## config.mk

```make
export PLATFORM = sky130hd
export DESIGN_NAME = acq_top
export DESIGN_NICKNAME = d
export VERILOG_FILES = /design/src/verilog/acq_pkg.sv /design/src/verilog/stream_slice.sv /design/src/verilog/trace_sampler.sv /design/src/verilog/section_sender.sv /design/src/verilog/run_sequencer.sv /design/src/verilog/acq_top.sv
export VERILOG_INCLUDE_DIRS = /design/src /design/src/verilog
export SDC_FILE = /design/constraint.sdc
export NUM_CORES = 2
export LEC_CHECK = 0
export ABC_AREA = 1
export BUFFER_PORTS_ARGS = -buffer_cell sky130_fd_sc_hd__buf_2
export CORE_MARGIN = 1.5
export CORE_UTILIZATION = 45
export CTS_CLUSTER_SIZE = 16
export DETAILED_ROUTE_END_ITERATION = 10
export SYNTH_ARGS = -nofsm -noshare
export SYNTH_HDL_FRONTEND = slang
export SYNTH_SLANG_ARGS = --single-unit
```

## constraint.sdc

```tcl
create_clock -name clk0 -period 13.4 [get_ports clk0]
set_clock_uncertainty 0.15 [all_clocks]
set_input_delay 2.68 -clock clk0 [delete_from_list [all_inputs] [get_ports clk0]]
set_output_delay 2.68 -clock clk0 [all_outputs]
set_load 0.02 [all_outputs]
```

## src/verilog/acq_settings.svh

```systemverilog
//////////////////////////////////////////////////////////////////////
// build-time constants for the acquisition sequencer
// trace depth must be a power of two for the index type
//////////////////////////////////////////////////////////////////////

`ifndef ACQ_SETTINGS_SVH
`define ACQ_SETTINGS_SVH

// samples captured per run
`define TRACE_DEPTH 64

// idle output cycles before pt, key, ct and trace
`define SECTION_GAP 8

// stands in for the sample taken on the ciphertext return edge
`define TRACE_MARKER 8'h37

// fixed cipher key, sent with every request
`define RUN_KEY 128'h000102030405060708090a0b0c0d0ef0

`endif

```

## src/verilog/acq_pkg.sv

```systemverilog
//////////////////////////////////////////////////////////////////////
// shared payload types for the acquisition datapath
//////////////////////////////////////////////////////////////////////

`include "acq_settings.svh"
`default_nettype none

package acq_pkg;

        typedef logic [7:0]   byte_t;
        typedef logic [7:0]   sample_t;
        typedef logic [127:0] block_t;

        // index into the trace buffer
        typedef logic [$clog2(`TRACE_DEPTH)-1:0] trace_addr_t;

        // request toward the external cipher core
        typedef struct packed {
                block_t pt;
                block_t key;
        } cipher_req_t;

        // everything the sender needs apart from the trace
        typedef struct packed {
                byte_t  param;
                block_t pt;
                block_t key;
                block_t ct;
        } run_record_t;

endpackage

`default_nettype wire

```

## src/verilog/stream_slice.sv

```systemverilog
//////////////////////////////////////////////////////////////////////
// two-entry skid buffer, in_ready comes straight from a flop
// full throughput when out_ready stays high
//////////////////////////////////////////////////////////////////////

`default_nettype none

module stream_slice #(
        parameter type payload_t = logic [7:0]
) (
        input  wire      clk0,
        input  wire      c10_resetn,
        input  wire      in_valid,
        output logic     in_ready,
        input  wire payload_t in_data,
        output logic     out_valid,
        input  wire      out_ready,
        output payload_t out_data
);

        // second entry, only used while the output is stalled
        logic     skid_valid;
        payload_t skid_data;

        logic out_free;

        // output register can take a new word this cycle
        assign out_free = !out_valid || out_ready;

        // skid entry empty means room for one more
        assign in_ready = !skid_valid;

        always_ff @(posedge clk0 or negedge c10_resetn)
        begin
                if (!c10_resetn)
                begin
                        out_valid  <= 1'b0;
                        skid_valid <= 1'b0;
                end
                else if (out_free)
                begin
                        // drain skid first, else pass input through
                        out_valid  <= skid_valid || in_valid;
                        skid_valid <= 1'b0;
                end
                else if (in_valid && in_ready)
                        skid_valid <= 1'b1;
        end

        // payload flops
        always_ff @(posedge clk0)
        begin
                if (out_free)
                        out_data <= skid_valid ? skid_data : in_data;
                if (!out_free && in_valid && in_ready)
                        skid_data <= in_data;
        end

endmodule

`default_nettype wire

```

## src/verilog/trace_sampler.sv

```systemverilog
//////////////////////////////////////////////////////////////////////
// captures one sensor sample per cycle after arm
// trace_full holds until the next arm, read port has 1 cycle latency
//////////////////////////////////////////////////////////////////////

`include "acq_settings.svh"
`default_nettype none

module trace_sampler
        import acq_pkg::*;
(
        input  wire         clk0,
        input  wire         c10_resetn,
        input  wire         arm,
        input  wire sample_t sensor,
        input  wire         ct_seen,
        input  wire trace_addr_t rd_addr,
        output sample_t     rd_data,
        output logic        trace_full
);

        localparam trace_addr_t last_addr = trace_addr_t'(`TRACE_DEPTH - 1);

        sample_t     mem [`TRACE_DEPTH];
        logic        active;
        trace_addr_t wr_addr;

        //////////////////////////////////////////////////////////////////////
        // capture control
        //////////////////////////////////////////////////////////////////////

        always_ff @(posedge clk0 or negedge c10_resetn)
        begin
                if (!c10_resetn)
                begin
                        active     <= 1'b0;
                        wr_addr    <= '0;
                        trace_full <= 1'b0;
                end
                else if (arm)
                begin
                        // first capture on the following edge
                        active     <= 1'b1;
                        wr_addr    <= '0;
                        trace_full <= 1'b0;
                end
                else if (active)
                begin
                        wr_addr <= wr_addr + 1'b1;
                        if (wr_addr == last_addr)
                        begin
                                active     <= 1'b0;
                                trace_full <= 1'b1;
                        end
                end
        end

        //////////////////////////////////////////////////////////////////////
        // buffer
        //////////////////////////////////////////////////////////////////////

        always_ff @(posedge clk0)
        begin
                // marker flags the ciphertext return cycle
                if (active)
                        mem[wr_addr] <= ct_seen ? `TRACE_MARKER : sensor;
                rd_data <= mem[rd_addr];
        end

endmodule

`default_nettype wire

```

## src/verilog/section_sender.sv

```systemverilog
//////////////////////////////////////////////////////////////////////
// streams param, pt, key, ct, trace as bytes, blocks msb first
// idle gap before every section but the first, done when last byte leaves
//////////////////////////////////////////////////////////////////////

`include "acq_settings.svh"
`default_nettype none

module section_sender
        import acq_pkg::*;
(
        input  wire         clk0,
        input  wire         c10_resetn,
        input  wire         start,
        input  wire run_record_t record,
        output trace_addr_t rd_addr,
        input  wire sample_t rd_data,
        output logic        done,
        output logic        byte_valid,
        input  wire         byte_ready,
        output byte_t       byte_data
);

        localparam int gap_w = $clog2(`SECTION_GAP + 1);
        localparam logic [gap_w-1:0] gap_last = gap_w'(`SECTION_GAP - 1);
        localparam logic [6:0] trace_last = 7'(`TRACE_DEPTH - 1);

        typedef enum logic [1:0] {
                snd_idle,
                snd_gap,
                snd_bytes
        } snd_state_t;

        typedef enum logic [2:0] {
                sec_param,
                sec_pt,
                sec_key,
                sec_ct,
                sec_trace
        } section_t;

        snd_state_t       state;
        section_t         sec;
        logic [6:0]       cnt;
        logic [gap_w-1:0] gap_cnt;
        logic [6:0]       sec_last;
        logic             accept;

        // byte idx of a block, idx 0 is the top byte
        function automatic byte_t blk_byte(input block_t blk, input logic [3:0] idx);
                logic [6:0] lsb;
                lsb = {~idx, 3'b000};
                return blk[lsb +: 8];
        endfunction

        assign byte_valid = (state == snd_bytes);
        assign accept     = byte_valid && byte_ready;

        // look one byte ahead so rd_data is ready after the handshake
        assign rd_addr = trace_addr_t'(accept ? cnt + 7'd1 : cnt);

        always_comb
        begin
                case (sec)
                sec_param: sec_last = 7'd0;
                sec_trace: sec_last = trace_last;
                default:   sec_last = 7'd15;
                endcase
        end

        always_comb
        begin
                case (sec)
                sec_param: byte_data = record.param;
                sec_pt:    byte_data = blk_byte(record.pt, cnt[3:0]);
                sec_key:   byte_data = blk_byte(record.key, cnt[3:0]);
                sec_ct:    byte_data = blk_byte(record.ct, cnt[3:0]);
                default:   byte_data = rd_data;
                endcase
        end

        //////////////////////////////////////////////////////////////////////
        // section walk
        //////////////////////////////////////////////////////////////////////

        always_ff @(posedge clk0 or negedge c10_resetn)
        begin
                if (!c10_resetn)
                begin
                        state   <= snd_idle;
                        sec     <= sec_param;
                        cnt     <= '0;
                        gap_cnt <= '0;
                        done    <= 1'b0;
                end
                else
                begin
                        done <= 1'b0;
                        case (state)
                        snd_idle:
                                if (start)
                                begin
                                        sec   <= sec_param;
                                        cnt   <= '0;
                                        state <= snd_bytes;
                                end
                        snd_gap:
                        begin
                                // cnt sits at 0 here so trace entry 0 is prefetched
                                gap_cnt <= gap_cnt + 1'b1;
                                if (gap_cnt == gap_last)
                                        state <= snd_bytes;
                        end
                        snd_bytes:
                                if (accept)
                                begin
                                        if (cnt != sec_last)
                                                cnt <= cnt + 7'd1;
                                        else if (sec == sec_trace)
                                        begin
                                                done  <= 1'b1;
                                                state <= snd_idle;
                                        end
                                        else
                                        begin
                                                sec     <= section_t'(sec + 3'd1);
                                                cnt     <= '0;
                                                gap_cnt <= '0;
                                                state   <= snd_gap;
                                        end
                                end
                        default:
                                state <= snd_idle;
                        endcase
                end
        end

endmodule

`default_nettype wire

```

## src/verilog/run_sequencer.sv

```systemverilog
//////////////////////////////////////////////////////////////////////
// one run per param byte, next plaintext is last ciphertext + 1
// arm assumes the cipher core takes the request as soon as it is offered
//////////////////////////////////////////////////////////////////////

`include "acq_settings.svh"
`default_nettype none

module run_sequencer
        import acq_pkg::*;
(
        input  wire         clk0,
        input  wire         c10_resetn,
        input  wire         param_valid,
        output logic        param_ready,
        input  wire byte_t  param_data,
        output logic        req_valid,
        input  wire         req_ready,
        output cipher_req_t req,
        input  wire         ct_valid,
        output logic        ct_ready,
        input  wire block_t ct_data,
        output logic        arm,
        input  wire         trace_full,
        output logic        send_start,
        input  wire         send_done,
        output run_record_t record
);

        typedef enum logic [2:0] {
                st_idle,
                st_request,
                st_wait_ct_and_trace,
                st_send,
                st_wrap
        } seq_state_t;

        seq_state_t state;
        logic       got_ct;
        logic       go_send;

        // run registers
        byte_t  param_q;
        block_t pt_q;
        block_t ct_q;

        assign param_ready = (state == st_idle);
        assign req_valid   = (state == st_request);
        assign ct_ready    = (state == st_wait_ct_and_trace) && !got_ct;
        assign go_send     = (state == st_wait_ct_and_trace) && got_ct && trace_full;

        assign req    = '{pt: pt_q, key: `RUN_KEY};
        assign record = '{param: param_q, pt: pt_q, key: `RUN_KEY, ct: ct_q};

        //////////////////////////////////////////////////////////////////////
        // main FSM
        //////////////////////////////////////////////////////////////////////

        always_ff @(posedge clk0 or negedge c10_resetn)
        begin
                if (!c10_resetn)
                begin
                        state      <= st_idle;
                        got_ct     <= 1'b0;
                        arm        <= 1'b0;
                        send_start <= 1'b0;
                        // zero + 1 for the first run
                        pt_q       <= 128'd1;
                end
                else
                begin
                        // request leaves the slice on the next edge
                        arm        <= req_valid && req_ready;
                        send_start <= go_send;
                        case (state)
                        st_idle:
                                if (param_valid)
                                begin
                                        got_ct <= 1'b0;
                                        state  <= st_request;
                                end
                        st_request:
                                if (req_ready)
                                        state <= st_wait_ct_and_trace;
                        st_wait_ct_and_trace:
                        begin
                                if (ct_valid && ct_ready)
                                        got_ct <= 1'b1;
                                if (go_send)
                                        state <= st_send;
                        end
                        st_send:
                                if (send_done)
                                        state <= st_wrap;
                        st_wrap:
                        begin
                                pt_q  <= ct_q + 128'd1;
                                state <= st_idle;
                        end
                        default:
                                state <= st_idle;
                        endcase
                end
        end

        // payload captures
        always_ff @(posedge clk0)
        begin
                if (param_valid && param_ready)
                        param_q <= param_data;
                if (ct_valid && ct_ready)
                        ct_q <= ct_data;
        end

endmodule

`default_nettype wire

```

## src/verilog/acq_top.sv

```systemverilog
//////////////////////////////////////////////////////////////////////
// trace acquisition top, cipher core sits outside
// all streams are valid/ready, sensor is taken every cycle
//////////////////////////////////////////////////////////////////////

`default_nettype none

module acq_top
        import acq_pkg::*;
(
        input  wire         clk0,
        input  wire         c10_resetn,
        input  wire         param_valid,
        output logic        param_ready,
        input  wire byte_t  param_data,
        output logic        cipher_req_valid,
        input  wire         cipher_req_ready,
        output cipher_req_t cipher_req,
        input  wire         ct_valid,
        output logic        ct_ready,
        input  wire block_t ct_data,
        input  wire sample_t sensor,
        output logic        out_valid,
        input  wire         out_ready,
        output byte_t       out_data
);

        logic        seq_req_valid;
        logic        seq_req_ready;
        cipher_req_t seq_req;
        logic        arm;
        logic        trace_full;
        logic        ct_seen;
        logic        send_start;
        logic        send_done;
        run_record_t record;
        trace_addr_t rd_addr;
        sample_t     rd_data;
        logic        snd_valid;
        logic        snd_ready;
        byte_t       snd_data;

        // marker position is the ciphertext handshake itself
        assign ct_seen = ct_valid && ct_ready;

        run_sequencer u_seq (
                .clk0(clk0), .c10_resetn(c10_resetn),
                .param_valid(param_valid), .param_ready(param_ready),
                .param_data(param_data),
                .req_valid(seq_req_valid), .req_ready(seq_req_ready), .req(seq_req),
                .ct_valid(ct_valid), .ct_ready(ct_ready), .ct_data(ct_data),
                .arm(arm), .trace_full(trace_full),
                .send_start(send_start), .send_done(send_done), .record(record)
        );

        stream_slice #(.payload_t(cipher_req_t)) u_req_slice (
                .clk0(clk0), .c10_resetn(c10_resetn),
                .in_valid(seq_req_valid), .in_ready(seq_req_ready), .in_data(seq_req),
                .out_valid(cipher_req_valid), .out_ready(cipher_req_ready),
                .out_data(cipher_req)
        );

        trace_sampler u_sampler (
                .clk0(clk0), .c10_resetn(c10_resetn),
                .arm(arm), .sensor(sensor), .ct_seen(ct_seen),
                .rd_addr(rd_addr), .rd_data(rd_data), .trace_full(trace_full)
        );

        section_sender u_sender (
                .clk0(clk0), .c10_resetn(c10_resetn),
                .start(send_start), .record(record),
                .rd_addr(rd_addr), .rd_data(rd_data), .done(send_done),
                .byte_valid(snd_valid), .byte_ready(snd_ready), .byte_data(snd_data)
        );

        stream_slice #(.payload_t(byte_t)) u_out_slice (
                .clk0(clk0), .c10_resetn(c10_resetn),
                .in_valid(snd_valid), .in_ready(snd_ready), .in_data(snd_data),
                .out_valid(out_valid), .out_ready(out_ready), .out_data(out_data)
        );

endmodule

`default_nettype wire

```

# ---- After elaboration in Yosys (flattened, before gate mapping)
# Memories as Yosys holds them, arrays and structs flattened. A register that Yosys moved wholly into a read port is not among the register bits.
# Index checks and enable logic that the tools add are counted.
# W data, S select, Z words.
dict set report classes {
  add_sub_neg 5
  n_eq_ne 24
  shifts 3
  muxes 52
  bitwise 1
  reduce_logical 39
}
# op count
set ops {}
lappend ops {{$mux W256} 1}
lappend ops {{$shiftx A128 B8 Y8} 2}
lappend ops {{$add A128 B1 Y128 const B} 1}
lappend ops {{$shiftx A128 B8 Y8 const A} 1}
lappend ops {{$pmux W8 S4} 1}
lappend ops {{$mux W7} 4}
lappend ops {{$mux W3} 8}
lappend ops {{$mux W1} 19}
lappend ops {{$mux W6} 3}
lappend ops {{$mux W8} 2}
lappend ops {{$reduce_and A4 Y1} 4}
lappend ops {{$pmux W7 S2} 1}
lappend ops {{$reduce_bool A2 Y1} 7}
lappend ops {{$eq A3 B2 Y1 const B} 4}
lappend ops {{$mux W4} 3}
lappend ops {{$ne A2 B2 Y1 const B} 6}
lappend ops {{$pmux W3 S4} 1}
lappend ops {{$pmux W6 S2} 1}
lappend ops {{$logic_and A1 B1 Y1} 11}
lappend ops {{$mux W2} 4}
lappend ops {{$ne A2 B1 Y1 const B} 4}
lappend ops {{$pmux W4 S2} 1}
lappend ops {{$add A7 B1 Y7 const B} 1}
lappend ops {{$logic_not A1 Y1} 7}
lappend ops {{other kinds (21)} 27}
dict set report word_totals {
  reg_bits 571
  ramBits 512
  in_bits 150
  out_inout_bits 268
  wordCells 148
  n_memories 1
}
# memory words width read_ports rd_ports_with_merged_regs write_ports line_no
set memory_table {}
lappend memory_table {u_sampler.mem 64 8 1 1 1 trace_sampler.sv:24} ;# sample_t mem [`TRACE_DEPTH];

# ---- Depth between registers and ports, before layout
dict set report logic_depth {
  word_depth 6
  mapped_depth 16
  depth_no_buf 16
}

# ---- Hierarchy
# From an unflattened synthesis, not the netlist that was laid out.
dict set report unflattened {
  cells_unflattened 6535
  area_unflattened_um2 63440.8
}
# mod n_inst cells_per_inst area_per_inst_um2 seq_area_each_um2
set by_module_without_submodules {}
lappend by_module_without_submodules {trace_sampler 1 1869 21708.3 15735.1}
lappend by_module_without_submodules {{stream_slice (u_req_slice)} 1 1347 18789.3 15424.8}
lappend by_module_without_submodules {run_sequencer 1 2136 16753.6 7438.4}
lappend by_module_without_submodules {section_sender 1 1130 5505.3 425.4}
lappend by_module_without_submodules {{stream_slice (u_out_slice)} 1 51 676.9 530.5}
lappend by_module_without_submodules {acq_top 1 2 7.5 0.0}

# ---- Worst setup path before layout
# No wires, ideal clock.
dict set report synth_timing {
  path_kind {input -> register}
  from {input cipher_req_ready}
  to {register u_req_slice.skid_data[128] (netlist bit) (enable)}
  arrival_time_ns 10.804
  required_ns 12.036
  path_slack_ns 1.232
  cell_stages 3
  path_buffers 0
  cell_sequence {inv_1 > nand2_1 > nor2_1}
}
dict set report synth_via {
  elab_chain_len 4
}
# element line_no
set synth_lines {}
lappend synth_lines {{start: declaration} acq_top.sv:17} ;# input wire cipher_req_ready,
lappend synth_lines {{$logic_or A1 B1 Y1} stream_slice.sv:28} ;# assign out_free = !out_valid || out_ready;
lappend synth_lines {{via u_req_slice.out_free} stream_slice.sv:25} ;# logic out_free;
lappend synth_lines {{$logic_not A1 Y1} stream_slice.sv:55} ;# if (!out_free && in_valid && in_ready)
lappend synth_lines {{$logic_and A1 B1 Y1 (2 in a row)} stream_slice.sv:55}
lappend synth_lines {{end signal: assignment} stream_slice.sv:56} ;# skid_data <= in_data;
lappend synth_lines {{end: declaration} stream_slice.sv:23} ;# payload_t skid_data;
# The timed path passes the listed nets, and every way through them passes these cells.
# A chain may end at the register's enable or synchronous reset.

# ---- Worst setup path in the final report
dict set report layout_timing {
  from {register u_seq.state[0]}
  to {output ct_ready}
}
dict set report layout_via {
  elab_chain_len 2
}
# element line_no
set layout_lines {}
lappend layout_lines {{start: declaration} run_sequencer.sv:38} ;# seq_state_t state;
lappend layout_lines {{start signal: assignment} run_sequencer.sv:63} ;# state <= st_idle;
lappend layout_lines {{start signal: assignment} run_sequencer.sv:80} ;# state <= st_request;
lappend layout_lines {{start signal: assignment} run_sequencer.sv:84} ;# state <= st_wait_ct_and_trace;
lappend layout_lines {{$eq A3 B2 Y1} run_sequencer.sv:49} ;# assign ct_ready = (state == st_wait_ct_and_trace) && !got_ct;
lappend layout_lines {{$logic_and A1 B1 Y1} run_sequencer.sv:49}
lappend layout_lines {{end: declaration} acq_top.sv:20} ;# output logic ct_ready,
# No other way between the ends.

==> impl_metrics.toml <==
[run_status]
outcome = "completed"

[worst_hold_path]
min_delay_path_depth = 0
holdPathEnd = "u_req_slice.skid_data[229]"
hp-class = "flip-flop to flip-flop"
hp-start = "u_seq.pt_q[101]"

[synth]
synth_seq_cells = 1091
synthArstFlopShare_pct = 14.94
synth_area_per_cell_sq_um = 9.690
synthCells = 5268
synth_enable_flop_cells = 920
seq_area_frac_synth_pct = 62.43
synth_most_common_cell = "nand2_1"
yosys_warnings = 0
synthFlopType = "edfxtp_1"
synth_top_area_share_pct = 54.12
synthDistinctLibCells = 49
yosys-top-cells-area = "edfxtp_1 (54%), nand2_1 (10%), dfrtp_1 (7.9%), nand3_1 (5.6%), inv_1 (4.6%)"
synth_common_cells = "nand2_1 (1,401), edfxtp_1 (920), inv_1 (630)"
yosys.area.top_type = "edfxtp_1"
synth_area_sq_mm = 0.05105

[placed_design]
dp_slack_ps = 8242
gp_congestion = 1.042
placed_cells = 6879
portBuffers = 289
dp_hpwl_um = 121900

[power_and_ir_drop]
power_leakage_uw = 0.02356
power_density_mw_per_mm2 = 121.7
ir_drop_uv = 106.7

[clocking]
numCtsBuffers = 114
cts_htree_levels = 3
cts_resized = 0
cts.path.max_buffers = 3
clk_latency_ps = 730
tritoncts = "yes"
root_buffer = "clkbuf_16"
clk_pin_slew_ps = 60
cts_sinks = 1091
post_cts_buffers = 0
cts_hold_buf = 0

[setup_path]
cp.required_ps = 10570
crit_path_top_delay_cell = "dfrtp_1"
worstSetupPathType = "flip-flop to output port"
r2r_setup_slack_ps = 8770
crit_path_max_fanout = 3
cpPeakStageDelay_ps = 420
path_cells = "nor2_1, inv_1, nor2_1, inv_1, nor2_1, buf_2"
critPathArrivalTime_ps = 1900
r2r_end = "u_sampler.rd_data[3]"
reg2reg_from = "u_sender.cnt[0]"
critical_path.top_delay_family = "flip-flops"
path_buf_inv = 3
reg2reg_depth = 11
cp-end-kind = "output port"
crit_top_cell = "nor2_1"
start_kind = "flip-flop"

[routing]
drtPass1Iterations = 6
wl_um = 171600
vias_per_cell = 5.343
wl_per_cell_um = 24.16
num_vias = 37960
drt_drc_violations_left = 0
ant_nets = 0
drtIter0Drc = 3882

[floorplan]
ios = 418
rows = 123
dieHeight_um = 339.8
die-area_sq_mm = 0.1155
start_util_pct = 45.37
die_w_um = 339.8
core_sq_mm = 0.1125

[global_route]
grt_first_pass_wirelength_um = 246200
grt_pass1_vias = 35670
grt_usage_pct = 29.36
antenna_found_initial = 25
gr-total-overflow = 0
grt_max_degree = 190

[sta]
period_share_pct = 35.33
hold_violations = 0
min_period_ps = 4734
worst_slew_pin_slew_ps = 1184
report.final.setup_viol = 0
fin_tns_setup_ps = 0
report.final.slew_viol_count = 0
rsz0062_at_grt = "false"
holdWs_ps = 278.5
fmax_mhz = 211.2
max-slew-margin-rel_pct = 20.76
setup_slack_ps = 8666

[finish]
final_util_pct = 50.74
stdcell_count = 7104
nets = 5654
drive_gt1_share_pct = 10.38
syn_to_final_growth_pct = 11.83

[run]
cap_viol_max_count = 0
[cell type report]
| type | count | area [sq um] |
|---|---|---|
| clock buffer | 155 | 3131 |
| fill | 10530 | 55420 |
| tap | 1500 | 1877 |
| sequential | 1091 | 31870 |
| inverter | 642 | 2419 |
| clock inverter | 62 | 653.1 |
| timing repair buffer | 334 | 1818 |
| antenna | 8 | 20.02 |
| multi-input combinational | 3312 | 15290 |
[sequential cells by signal, indices dropped and copies added (netlist names), 8 cells and up]
register               cells
u_req_slice.out_data     128
u_seq.ct_q               128
u_sampler.mem            512
u_seq.param_q              8
u_sampler.rd_data          8
u_req_slice.skid_data    128
u_out_slice.skid_data      8
u_out_slice.out_data       8
u_seq.pt_q               128
[cells in the final DEF, fill, tap and decap left out, types with 10 or more instances in the layout]
cell       synthesis  final
clkinv_1           0     15
o21ai_0          333    333
bufinv_16          0     10
xor2_1            77     77
nor3_1           117    113
inv_2             11     15
clkbuf_16          0    117
a31oi_1           16     16
edfxtp_1         920    920
nand3b_1          80     80
buf_2             76    288
nor2_1           323    322
a21oi_1          109    109
clkinv_2           0     24
dfrtp_1          162    160
inv_1            630    624
xnor2_1           23     23
nand2_1         1401   1399
conb_1             2    128
o21ai_1           11     11
nand3_1          567    567
o22ai_1           18     18
nand4_1           32     32
clkbuf_1         100     32
buf_4            160     43
[report_power, final]
group	internal (uW)	switching (uW)	leakage (uW)
clock network	1840	1350	0.00184
logic	17.5	78.5	0.0103
registers	3670	0.0667	0.0114
total	5520	1420	0.0236
[how the worst max path moves through the flow]
stage	start	end	slack [ps]	cells past startpoint
2_1_floorplan	cipher_req_ready	u_req_slice.skid_data[128]	1230	3
3_5_place_dp	ct_valid	u_sampler.mem[20][0]	8240	4
5_1_grt	u_seq.state[0]	ct_ready	8530	6
3_3_place_gp	ct_valid	u_sampler.mem[53][0]	8340	4
6_report	u_seq.state[0]	ct_ready	8670	6
4_1_cts	u_seq.state[0]	ct_ready	8640	6
[per-stage QoR]
stage | power (uW) | area (sq um)
5_1_grt | 7130 | 57060
6_report | 6945 | 57080
3_3_place_gp | 3834 | 53280
3_5_place_dp | 3835 | 53280
4_1_cts | 6995 | 57060
2_1_floorplan | 3811 | 51520
[cell families after synthesis]
family | Yosys count | synth area share [%]
compound gates | 504 | 5.133
xor+xnor | 100 | 1.716
fa+ha+maj | 9 | 0.2206
buf+inv | 991 | 8.731
flops | 1091 | 62.43
other cells | 2 | 0.01471
simple gates | 2571 | 21.76
[metal layers]
layer,track usage [%],wire length (um),vias up
met1,37.84,68900,18360
met5,0,138,-
met4,13.00,8252,22
met3,5.080,12240,327
li1,-,-,17720
met2,48.60,82120,1528
[worst register-to-register path: stages (launching register included)]
cell     delay [ps]
dfrtp_2         900
ha_1            330
inv_1           100
o21ai_4         720
buf_4           660
buf_4           800
nand3_1         150
nand3_1         120
nand3_1         110
nand3_1         160
nand3_1         250
nand2_1         120
Power figures use the tool's default switching activity.
